**src/verilog/ix_isa_pkg.sv**
```systemverilog
package ix_isa_pkg;

    // Data path width, fixed by the request structs
    localparam int xlen = 64;

    // Immediate slices carried to the pipes
    localparam int br_off_w = 21;
    localparam int ls_off_w = 12;

    typedef logic [4:0] reg_idx_t;
    typedef logic [3:0] alu_op_t;
    typedef logic [1:0] br_type_t;

    typedef enum logic [2:0] {
        ot_int    = 3'd0,
        ot_branch = 3'd1,
        ot_load   = 3'd2,
        ot_store  = 3'd3
    } op_type_t;

    typedef enum logic [1:0] {
        opr1_rs1  = 2'd0,
        opr1_pc   = 2'd1,
        opr1_zero = 2'd2,
        opr1_zimm = 2'd3
    } opr1_src_t;

    typedef enum logic [1:0] {
        opr2_rs2  = 2'd0,
        opr2_imm  = 2'd1,
        opr2_four = 2'd2
    } opr2_src_t;

    typedef enum logic {
        bb_pc  = 1'b0,
        bb_rs1 = 1'b1
    } br_base_src_t;

    // Byte, half, word, double
    typedef enum logic [1:0] {
        mw_b = 2'd0,
        mw_h = 2'd1,
        mw_w = 2'd2,
        mw_d = 2'd3
    } mem_width_t;

endpackage

```
**src/verilog/ix_pipe_pkg.sv**
```systemverilog
package ix_pipe_pkg;
    import ix_isa_pkg::*;

    // One instruction as it leaves the decoder
    typedef struct packed {
        logic [xlen-1:0] pc;
        alu_op_t         op;
        logic            option;
        logic            truncate;
        br_type_t        br_type;
        logic            br_neg;
        br_base_src_t    br_base_src;
        logic            br_inj_pc;
        logic            br_is_call;
        logic            br_is_ret;
        logic            mem_sign;
        mem_width_t      mem_width;
        op_type_t        op_type;
        opr1_src_t       opr1_src;
        opr2_src_t       opr2_src;
        logic [xlen-1:0] imm;
        logic            wb_en;
        reg_idx_t        rs1;
        reg_idx_t        rs2;
        reg_idx_t        rd;
    } dec_bundle_t;

    typedef struct packed {
        logic [xlen-1:0]     pc;
        reg_idx_t            dst;
        logic                wb_en;
        alu_op_t             op;
        logic                option;
        logic                truncate;
        br_type_t            br_type;
        logic                br_neg;
        logic [xlen-1:0]     br_base;
        logic [br_off_w-1:0] br_offset;
        logic                br_is_call;
        logic                br_is_ret;
        logic [xlen-1:0]     operand1;
        logic [xlen-1:0]     operand2;
    } ip_req_t;

    typedef struct packed {
        logic [xlen-1:0]     pc;
        reg_idx_t            dst;
        logic                wb_en;
        logic [xlen-1:0]     base;
        logic [ls_off_w-1:0] offset;
        logic [xlen-1:0]     source;
        logic                mem_sign;
        mem_width_t          mem_width;
    } lsp_req_t;

    typedef struct packed {
        logic            valid;
        logic            wb_en;
        reg_idx_t        dst;
        logic [xlen-1:0] result;
    } wb_bus_t;

    typedef struct packed {
        logic [xlen-1:0] value;
        reg_idx_t        dst;
    } ex_fwd_t;

    typedef struct packed {
        logic            busy;
        logic            wb_en;
        reg_idx_t        dst;
        logic [xlen-1:0] result;
        logic            result_valid;
    } lsp_mem_t;

    // Writeback point that is about to update idx
    function automatic logic wb_hit(input wb_bus_t bus, input reg_idx_t idx);
        return bus.valid && bus.wb_en && (bus.dst == idx);
    endfunction

endpackage

```
**src/verilog/ix_operand_bypass.sv**
```systemverilog
`timescale 1ns/1ps

module ix_operand_bypass import ix_isa_pkg::*; import ix_pipe_pkg::*; #(
    parameter bit mem_forward = 1'b0
) (
    input  reg_idx_t        rsrc,
    input  logic [xlen-1:0] rf_rdata,
    input  wb_bus_t         wb_buf,
    input  wb_bus_t         ip0_wb,
    input  wb_bus_t         ip1_wb,
    input  wb_bus_t         lsp_wb,
    input  ex_fwd_t         ip0_fwd,
    input  ex_fwd_t         ip1_fwd,
    input  lsp_mem_t        lsp_mem,
    input  ip_req_t         ip0_out,
    input  logic            ip0_valid,
    input  logic            ip0_ready,
    input  ip_req_t         ip1_out,
    input  logic            ip1_valid,
    input  logic            ip1_ready,
    input  lsp_req_t        lsp_out,
    input  logic            lsp_valid,
    output logic [xlen-1:0] value,
    output logic            ready
);

    logic lsp_mem_hit;

    assign lsp_mem_hit = lsp_mem.busy && lsp_mem.wb_en && (lsp_mem.dst == rsrc);

    // Later checks win, so points are ordered from oldest to youngest producer
    always_comb begin
        ready = 1'b1;
        value = rf_rdata;
        if (wb_hit(wb_buf, rsrc))
            value = wb_buf.result;
        if (wb_hit(ip0_wb, rsrc))
            value = ip0_wb.result;
        if (wb_hit(ip1_wb, rsrc))
            value = ip1_wb.result;
        // Request taken by the pipe this cycle, result comes off the ALU
        if (ip0_valid && ip0_ready && ip0_out.wb_en && (ip0_fwd.dst == rsrc))
            value = ip0_fwd.value;
        if (ip1_valid && ip1_ready && ip1_out.wb_en && (ip1_fwd.dst == rsrc))
            value = ip1_fwd.value;
        if (ip0_valid && !ip0_ready && ip0_out.wb_en && (ip0_out.dst == rsrc))
            ready = 1'b0;
        if (ip1_valid && !ip1_ready && ip1_out.wb_en && (ip1_out.dst == rsrc))
            ready = 1'b0;
        if (wb_hit(lsp_wb, rsrc)) begin
            ready = 1'b1;
            value = lsp_wb.result;
        end
        if (lsp_mem_hit)
            ready = 1'b0;
        if (mem_forward && lsp_mem_hit && lsp_mem.result_valid) begin
            ready = 1'b1;
            value = lsp_mem.result;
        end
        // Load still waiting in the address stage
        if (lsp_valid && lsp_out.wb_en && (lsp_out.dst == rsrc))
            ready = 1'b0;
        // x0 ignores any write that targets it
        if (rsrc == '0) begin
            ready = 1'b1;
            value = '0;
        end
    end

endmodule

```
**src/verilog/ix_issue_ctrl.sv**
```systemverilog
`timescale 1ns/1ps

module ix_issue_ctrl import ix_isa_pkg::*; import ix_pipe_pkg::*; (
    input  logic        rst,
    input  logic        flush,
    input  dec_bundle_t dec0,
    input  logic        dec0_valid,
    input  dec_bundle_t dec1,
    input  logic        dec1_valid,
    input  logic [3:0]  src_ready,
    input  logic        ip0_ready,
    input  logic        ip1_ready,
    input  logic        lsp_ready,
    input  ip_req_t     ip0_out,
    input  logic        ip0_valid,
    input  ip_req_t     ip1_out,
    input  logic        ip1_valid,
    input  wb_bus_t     ip0_wb,
    input  wb_bus_t     ip1_wb,
    input  lsp_req_t    lsp_out,
    input  logic        lsp_valid,
    input  lsp_mem_t    lsp_mem,
    output logic        issue_ip0,
    output logic        issue_ip1,
    output logic        issue_lsp,
    output logic        lsp_from_slot1,
    output logic        dec0_ready,
    output logic        dec1_ready
);

    // rs1 also counts when it feeds the branch base
    function automatic logic uses_rs1(input dec_bundle_t d);
        return (d.opr1_src == opr1_rs1) ||
            ((d.op_type == ot_branch) && (d.br_base_src == bb_rs1));
    endfunction

    function automatic logic ip_clear(input ip_req_t req, input logic valid,
            input wb_bus_t wb, input reg_idx_t rd);
        return !(valid && req.wb_en && (req.dst == rd)) && !wb_hit(wb, rd);
    endfunction

    function automatic logic lsp_clear(input lsp_req_t req, input logic valid,
            input lsp_mem_t mem, input reg_idx_t rd);
        return !(valid && req.wb_en && (req.dst == rd)) &&
            !(mem.busy && mem.wb_en && (mem.dst == rd));
    endfunction

    logic can_issue, opr_ready0, opr_ready1, pair_ok;
    logic waw_ip0, waw_ip1, waw_ls0, waw_ls1;
    logic is_ip0, is_ip1, is_br0, is_br1, is_ls0, is_ls1;
    logic lsp0, lsp1;

    assign can_issue = !rst && !flush && dec0_valid;
    assign is_br0 = (dec0.op_type == ot_branch);
    assign is_br1 = (dec1.op_type == ot_branch);
    assign is_ip0 = (dec0.op_type == ot_int) || is_br0;
    assign is_ip1 = (dec1.op_type == ot_int) || is_br1;
    assign is_ls0 = (dec0.op_type == ot_load) || (dec0.op_type == ot_store);
    assign is_ls1 = (dec1.op_type == ot_load) || (dec1.op_type == ot_store);

    assign opr_ready0 = (!uses_rs1(dec0) || src_ready[0]) &&
        ((dec0.opr2_src != opr2_rs2) || src_ready[1]);
    assign opr_ready1 = (!uses_rs1(dec1) || src_ready[2]) &&
        ((dec1.opr2_src != opr2_rs2) || src_ready[3]);

    // Integer results retire ahead of loads, so an integer issue only checks the LSP
    assign waw_ip0 = !dec0.wb_en || lsp_clear(lsp_out, lsp_valid, lsp_mem, dec0.rd);
    assign waw_ip1 = !dec1.wb_en || lsp_clear(lsp_out, lsp_valid, lsp_mem, dec1.rd);
    assign waw_ls0 = !dec0.wb_en || (ip_clear(ip0_out, ip0_valid, ip0_wb, dec0.rd) &&
        ip_clear(ip1_out, ip1_valid, ip1_wb, dec0.rd));
    assign waw_ls1 = !dec1.wb_en || (ip_clear(ip0_out, ip0_valid, ip0_wb, dec1.rd) &&
        ip_clear(ip1_out, ip1_valid, ip1_wb, dec1.rd));

    // Slot 1 must not depend on slot 0 in any way
    assign pair_ok = dec1_valid && opr_ready1 &&
        ((dec0.rd != dec1.rd) || !(dec0.wb_en && dec1.wb_en)) &&
        (!dec0.wb_en || ((!uses_rs1(dec1) || (dec1.rs1 != dec0.rd)) &&
        ((dec1.opr2_src != opr2_rs2) || (dec1.rs2 != dec0.rd)))) &&
        (!is_br0 || (dec1.op_type == ot_int) || (dec1.op_type == ot_load));

    always_comb begin
        issue_ip0 = 1'b0;
        issue_ip1 = 1'b0;
        lsp0 = 1'b0;
        lsp1 = 1'b0;
        if (can_issue && opr_ready0) begin
            if (is_ip0 && (!is_br0 || !lsp_valid) && waw_ip0 && ip0_ready)
                issue_ip0 = 1'b1;
            else if (is_ls0 && waw_ls0 && lsp_ready)
                lsp0 = 1'b1;
        end
        if ((issue_ip0 || lsp0) && pair_ok) begin
            if (is_ip1 && (!is_br1 || (!lsp_valid && !lsp0)) && waw_ip1 && ip1_ready)
                issue_ip1 = 1'b1;
            else if (is_ls1 && !lsp0 && waw_ls1 && lsp_ready)
                lsp1 = 1'b1;
        end
    end

    assign issue_lsp = lsp0 || lsp1;
    assign lsp_from_slot1 = lsp1;
    assign dec0_ready = issue_ip0 || lsp0;
    assign dec1_ready = issue_ip1 || lsp1;

endmodule

```
**src/verilog/ix_dispatch_regs.sv**
```systemverilog
`timescale 1ns/1ps

module ix_dispatch_regs import ix_isa_pkg::*; import ix_pipe_pkg::*; (
    input  logic                  clk,
    input  logic                  rst,
    input  logic                  flush,
    input  logic                  issue_ip0,
    input  logic                  issue_ip1,
    input  logic                  issue_lsp,
    input  logic                  lsp_from_slot1,
    input  dec_bundle_t           dec0,
    input  dec_bundle_t           dec1,
    input  logic [3:0][xlen-1:0]  src_value,
    input  logic                  ip0_ready,
    input  logic                  ip1_ready,
    input  logic                  lsp_ready,
    output ip_req_t               ip0_out,
    output logic                  ip0_valid,
    output ip_req_t               ip1_out,
    output logic                  ip1_valid,
    output lsp_req_t              lsp_out,
    output logic                  lsp_valid
);

    function automatic logic [xlen-1:0] opr1_val(input dec_bundle_t d,
            input logic [xlen-1:0] rs1_val);
        if (d.br_inj_pc || (d.opr1_src == opr1_pc))
            return d.pc;
        case (d.opr1_src)
            opr1_rs1:  return rs1_val;
            opr1_zimm: return {{(xlen-5){1'b0}}, d.rs1};
            default:   return '0;
        endcase
    endfunction

    function automatic logic [xlen-1:0] opr2_val(input dec_bundle_t d,
            input logic [xlen-1:0] rs2_val);
        case (d.opr2_src)
            opr2_rs2:  return rs2_val;
            opr2_imm:  return d.imm;
            default:   return xlen'(4);
        endcase
    endfunction

    function automatic ip_req_t make_ip_req(input dec_bundle_t d,
            input logic [xlen-1:0] rs1_val, input logic [xlen-1:0] rs2_val);
        ip_req_t r;
        r.pc = d.pc;
        r.dst = d.rd;
        r.wb_en = d.wb_en;
        r.op = d.op;
        r.option = d.option;
        r.truncate = d.truncate;
        r.br_type = d.br_type;
        r.br_neg = d.br_neg;
        r.br_base = (d.br_base_src == bb_pc) ? d.pc : rs1_val;
        r.br_offset = d.imm[br_off_w-1:0];
        r.br_is_call = d.br_is_call;
        r.br_is_ret = d.br_is_ret;
        r.operand1 = opr1_val(d, rs1_val);
        r.operand2 = opr2_val(d, rs2_val);
        return r;
    endfunction

    dec_bundle_t ls_dec;
    logic [xlen-1:0] ls_rs1, ls_rs2;

    assign ls_dec = lsp_from_slot1 ? dec1 : dec0;
    assign ls_rs1 = lsp_from_slot1 ? src_value[2] : src_value[0];
    assign ls_rs2 = lsp_from_slot1 ? src_value[3] : src_value[1];

    always_ff @(posedge clk) begin
        if (issue_ip0)
            ip0_out <= make_ip_req(dec0, src_value[0], src_value[1]);
        if (issue_ip1)
            ip1_out <= make_ip_req(dec1, src_value[2], src_value[3]);
        if (issue_lsp) begin
            lsp_out.pc <= ls_dec.pc;
            lsp_out.dst <= ls_dec.rd;
            lsp_out.wb_en <= ls_dec.wb_en;
            lsp_out.base <= opr1_val(ls_dec, ls_rs1);
            lsp_out.offset <= ls_dec.imm[ls_off_w-1:0];
            lsp_out.source <= opr2_val(ls_dec, ls_rs2);
            lsp_out.mem_sign <= ls_dec.mem_sign;
            lsp_out.mem_width <= ls_dec.mem_width;
        end
    end

    // A refill on the transfer edge keeps the register full
    always_ff @(posedge clk) begin
        if (rst || flush) begin
            ip0_valid <= 1'b0;
            ip1_valid <= 1'b0;
            lsp_valid <= 1'b0;
        end else begin
            if (issue_ip0)
                ip0_valid <= 1'b1;
            else if (ip0_ready)
                ip0_valid <= 1'b0;
            if (issue_ip1)
                ip1_valid <= 1'b1;
            else if (ip1_ready)
                ip1_valid <= 1'b0;
            if (issue_lsp)
                lsp_valid <= 1'b1;
            else if (lsp_ready)
                lsp_valid <= 1'b0;
        end
    end

endmodule

```
**src/verilog/ix_top.sv**
```systemverilog
`timescale 1ns/1ps

module ix_top import ix_isa_pkg::*; import ix_pipe_pkg::*; #(
    parameter bit mem_forward = 1'b0
) (
    input  logic            clk,
    input  logic            rst,
    input  logic            flush,
    input  dec_bundle_t     dec0,
    input  logic            dec0_valid,
    output logic            dec0_ready,
    input  dec_bundle_t     dec1,
    input  logic            dec1_valid,
    output logic            dec1_ready,
    output reg_idx_t        rf_rsrc0,
    output reg_idx_t        rf_rsrc1,
    output reg_idx_t        rf_rsrc2,
    output reg_idx_t        rf_rsrc3,
    input  logic [xlen-1:0] rf_rdata0,
    input  logic [xlen-1:0] rf_rdata1,
    input  logic [xlen-1:0] rf_rdata2,
    input  logic [xlen-1:0] rf_rdata3,
    output ip_req_t         ip0_req,
    output logic            ip0_valid,
    input  logic            ip0_ready,
    output ip_req_t         ip1_req,
    output logic            ip1_valid,
    input  logic            ip1_ready,
    output lsp_req_t        lsp_req,
    output logic            lsp_valid,
    input  logic            lsp_ready,
    input  wb_bus_t         wb_buf,
    input  wb_bus_t         ip0_wb,
    input  wb_bus_t         ip1_wb,
    input  wb_bus_t         lsp_wb,
    input  ex_fwd_t         ip0_fwd,
    input  ex_fwd_t         ip1_fwd,
    input  lsp_mem_t        lsp_mem
);

    reg_idx_t [3:0]        src_idx;
    logic [3:0][xlen-1:0]  rf_data;
    logic [3:0][xlen-1:0]  src_value;
    logic [3:0]            src_ready;
    logic issue_ip0, issue_ip1, issue_lsp, lsp_from_slot1;

    // Sources in order: slot 0 rs1, rs2, then slot 1 rs1, rs2
    assign src_idx = {dec1.rs2, dec1.rs1, dec0.rs2, dec0.rs1};
    assign rf_rsrc0 = src_idx[0];
    assign rf_rsrc1 = src_idx[1];
    assign rf_rsrc2 = src_idx[2];
    assign rf_rsrc3 = src_idx[3];
    assign rf_data = {rf_rdata3, rf_rdata2, rf_rdata1, rf_rdata0};

    for (genvar i = 0; i < 4; i++) begin : g_bypass
        ix_operand_bypass #(.mem_forward(mem_forward)) u_bypass (
            .rsrc(src_idx[i]), .rf_rdata(rf_data[i]),
            .wb_buf(wb_buf), .ip0_wb(ip0_wb), .ip1_wb(ip1_wb), .lsp_wb(lsp_wb),
            .ip0_fwd(ip0_fwd), .ip1_fwd(ip1_fwd), .lsp_mem(lsp_mem),
            .ip0_out(ip0_req), .ip0_valid(ip0_valid), .ip0_ready(ip0_ready),
            .ip1_out(ip1_req), .ip1_valid(ip1_valid), .ip1_ready(ip1_ready),
            .lsp_out(lsp_req), .lsp_valid(lsp_valid),
            .value(src_value[i]), .ready(src_ready[i])
        );
    end

    ix_issue_ctrl u_issue_ctrl (
        .rst(rst), .flush(flush),
        .dec0(dec0), .dec0_valid(dec0_valid), .dec1(dec1), .dec1_valid(dec1_valid),
        .src_ready(src_ready),
        .ip0_ready(ip0_ready), .ip1_ready(ip1_ready), .lsp_ready(lsp_ready),
        .ip0_out(ip0_req), .ip0_valid(ip0_valid), .ip1_out(ip1_req), .ip1_valid(ip1_valid),
        .ip0_wb(ip0_wb), .ip1_wb(ip1_wb),
        .lsp_out(lsp_req), .lsp_valid(lsp_valid), .lsp_mem(lsp_mem),
        .issue_ip0(issue_ip0), .issue_ip1(issue_ip1), .issue_lsp(issue_lsp),
        .lsp_from_slot1(lsp_from_slot1),
        .dec0_ready(dec0_ready), .dec1_ready(dec1_ready)
    );

    ix_dispatch_regs u_dispatch_regs (
        .clk(clk), .rst(rst), .flush(flush),
        .issue_ip0(issue_ip0), .issue_ip1(issue_ip1), .issue_lsp(issue_lsp),
        .lsp_from_slot1(lsp_from_slot1),
        .dec0(dec0), .dec1(dec1), .src_value(src_value),
        .ip0_ready(ip0_ready), .ip1_ready(ip1_ready), .lsp_ready(lsp_ready),
        .ip0_out(ip0_req), .ip0_valid(ip0_valid),
        .ip1_out(ip1_req), .ip1_valid(ip1_valid),
        .lsp_out(lsp_req), .lsp_valid(lsp_valid)
    );

endmodule

```
**config.mk**
```make
export PLATFORM = sky130hd
export DESIGN_NAME = ix_top
export DESIGN_NICKNAME = d
export VERILOG_FILES = /design/src/verilog/ix_isa_pkg.sv /design/src/verilog/ix_pipe_pkg.sv /design/src/verilog/ix_operand_bypass.sv /design/src/verilog/ix_issue_ctrl.sv /design/src/verilog/ix_dispatch_regs.sv /design/src/verilog/ix_top.sv
export SDC_FILE = /design/constraint.sdc
export NUM_CORES = 2
export LEC_CHECK = 0
export ABC_AREA = 1
export BUFFER_PORTS_ARGS = -buffer_cell sky130_fd_sc_hd__buf_2
export CAP_MARGIN = 20
export CORE_AREA = 5 5 749 751
export CTS_CLUSTER_DIAMETER = 150
export CTS_CLUSTER_SIZE = 28
export DETAILED_ROUTE_END_ITERATION = 6
export DIE_AREA = 0 0 754 756
export PLACE_DENSITY = 0.31
export RECOVER_POWER = 25
export SYNTH_ARGS = -nofsm -noshare
export SYNTH_HDL_FRONTEND = slang
export SYNTH_SLANG_ARGS = --single-unit
```
**constraint.sdc**
```tcl
create_clock -name clk -period 30.1 [get_ports clk]
set_clock_uncertainty 0.1 [all_clocks]
set_input_delay 1.505 -clock clk [delete_from_list [all_inputs] [get_ports clk]]
set_output_delay 1.505 -clock clk [all_outputs]
set_load 0.05 [all_outputs]
```
==> results.py <==
metrics = {
    "run_status": {
        "status": "finished with violations",
        "violations": "antenna violations, design-rule violations",
    },
    "floorplanning": {
        "io_pins": 1918,
        "start_util_pct": 10.1,
        "fp.dieH_um": 756,
        "coreArea_um2": 554000,
        "die-area_um2": 570000,
        "num_rows": 274,
        "die_w_um": 754,
    },
    "logic_synthesis": {
        "avgSynthCellArea_um2": 7.02,
        "yosys_register_bits": 804,
        "synth_area_leaders": "edfxtp_1 43%, nand2_1 16%, nand3_1 11%, o21ai_0 5.7%, a21oi_1 5.0%",
        "synthFlopType": "edfxtp_1",
        "synth_area_leader_cell": "edfxtp_1",
        "synth_nets": 9054,
        "synth_area_um2": 55800,
        "synth-async-reset-ratio_pct": 0,
        "synth_top_cell_area_share_pct": 43.1,
        "yosysUniqueCellTypes": 48,
        "synth_edf_count": 801,
        "yosysWarnings": 0,
        "ys_seq_area_share_pct": 43.2,
        "syn_inst": 7953,
    },
    "power_and_ir_drop": {
        "powerDensity_nw_per_um2": 38.1,
        "power_switching_mw": 1.14,
        "leakagePower_nw": 30.2,
        "sw_frac_of_total_pct": 39.6,
        "vdd_drop_max_uv": 45.3,
        "power.total_mw": 2.89,
        "clkPwrFrac_pct": 29.6,
        "p_seq_share_pct": 43.1,
        "internal_power_mw": 1.75,
        "power_frac_comb_pct": 27.3,
    },
    "grt": {
        "grt_max_degree": 97,
        "grt_pass1_wl_mm": 799,
        "grt_overflow": 0,
        "antenna_found_initial": 452,
        "grt_pass1_vias": 64200,
        "grt.total_usage_pct": 21.7,
    },
    "detailed_routing": {
        "firstDrtPassIters": 7,
        "wl_per_cell_um": 38.0,
        "via_per_inst": 4.12,
        "antenna_left": 1,
        "drtIter0Drc": 9085,
        "wl_mm": 649,
        "post-route-drc-count": 16,
        "vias": 70400,
    },
    "clock_network": {
        "cts_hold_buf": 0,
        "clk_path_buf_depth": 3,
        "cts_buffers": 46,
        "cts_tree": "done",
        "root_buffer": "clkbuf_16",
        "ctsResizeCount": 0,
        "cts-htree-levels": 2,
        "clk_pin_slew_worst_paths_ns": 0.12,
        "clkLatencyLatePin_ns": 0.80,
        "cts_sinks": 804,
        "post_cts_buffers": 0,
    },
    "sta": {
        "finalSetupViolations": 0,
        "final-max-slew-violation-count": 0,
        "min_period_ns": 7.79,
        "max_freq_mhz": 128,
        "rsz0062_at_grt": "false",
        "hold_viol": 0,
        "setup_ws_ns": 22.31,
        "worstMarginPinSlew_ns": 1.46,
        "final.period_utilization_pct": 25.9,
        "hold_slack_ns": 0.457,
        "setup_tns_ns": 0,
        "relSlewSlack_pct": 2.83,
    },
    "placed_design": {
        "dp_hpwl_mm": 538,
        "gp_congestion": 1.04,
        "post_dp_cell_area_um2": 74000,
        "port_buffers": 1852,
        "dp.cells": 16700,
        "pre_cts_slack_ns": 21.44,
    },
    "critical_path": {
        "critPathKind": "in2out",
        "worstPathRequired_ns": 28.50,
        "critPathLaunchType": "input pin",
        "crit_path_max_fanout": 70,
        "rr_startpoint": "u_dispatch_regs.lsp_out[148]$_DFFE_PP_",
        "r2r_slack_ns": 23.68,
        "cp-end-kind": "output pin",
        "cp-startpoint": "dec0[6]",
        "worst_ep_arrival_time_ns": 6.18,
    },
    "final_layout": {
        "syn_to_final_growth_pct": 35.9,
        "final_area_um2": 75900,
        "final_common_cell": "nand2_1",
        "final_cells": 17100,
        "post-route-util_pct": 13.7,
        "final_cell_mix": "2,426 x nand2_1, 1,266 x buf_2, 1,167 x nand3_1",
        "finalNetCount": 10500,
        "drive_gt1_share_pct": 18.6,
    },
    "flow_run": {
        "cap_viol_max_count": 0,
    },
    "hold_path": {
        "min-delay-start": "u_dispatch_regs.ip0_valid$_SDFFE_PP0P_",
        "min-delay-path-class": "reg2reg",
    },
}
worst max-delay path, stage by stage:
cell and delay [ns]:
buf_2 0.53, inv_1 0.43, o22ai_1 0.27, nor2_1 0.09, nand3_2 0.61, nand2_1 0.17, nand2_1 0.10, nand2_1 0.13
nand3_2 0.13, nor2_4 0.03, buf_4 0.27, nand4_4 0.16, buf_4 0.52, buf_4 0.76, nand2_1 0.11, buf_2 0.25
cell usage after synthesis, drive strengths merged (40+ instances only):
master and n:
nand4 142, o22ai 97, inv 463, nand2 2430, a21oi 558, xor2 40
nand3 1184, edfxtp 801, nor2 734, clkbuf 374, o21ai 746, buf 277
power by group through the flow:
stage          clock, mW  sequential (mW)  combinational [mW]
3_5_place_dp           0             1.27               0.791
4_1_cts            0.901             1.25               0.792
2_1_floorplan          0             1.30               0.250
5_1_grt            0.922             1.25               0.829
3_3_place_gp           0             1.27               0.791
6_report           0.854             1.25               0.789
final timing paths:
path | to | cells past startpoint
worst max register to register | u_dispatch_regs.lsp_out[98]$_DFFE_PP_ | 21
worst min register to register | u_dispatch_regs.ip0_valid$_SDFFE_PP0P_ | 2
worst max-delay path | dec1_ready | 16
worst min-delay path | u_dispatch_regs.ip0_valid$_SDFFE_PP0P_ | 2
state kept, by name (all words and copies together) (netlist names):
| signal | cells |
|---|---|
| u_dispatch_regs.ip0_out | 294 |
| u_dispatch_regs.ip1_out | 294 |
| u_dispatch_regs.ip0_valid | 1 |
| u_dispatch_regs.ip1_valid | 1 |
| u_dispatch_regs.lsp_out | 213 |
| u_dispatch_regs.lsp_valid | 1 |
routing by layer:
layer  global-route usage (%)  up-vias  part of all wire [%]
met5                        0        -                  0.16
met4                     8.28      154                   4.5
met3                     5.76      908                   8.4
met2                     30.6     4262                    40
met1                     30.9    34900                    47
li1                         -    30100                     -
kinds of logic after synthesis:
| family | synth area share, % |
|---|---|
| AOI/OAI and AO/OA | 13.5 |
| xor gates and xnor gates | 0.753 |
| adders and majority gates | 0.202 |
| buffers and inverters | 8.34 |
| DFF | 43.2 |
| and+or+nand+nor | 34.0 |
final cells by class:
cell class                 instances  area (µm²)
tap                             7314        9150
inverter                         467        1830
timing repair buffer            2095       10500
fill                           64700      478000
antenna                          318         796
multi-input combinational       6031       27800
clock buffer                      50        1190
clock inverter                    20         518
sequential                       804       24100
(Power assumes the default switching activity.)
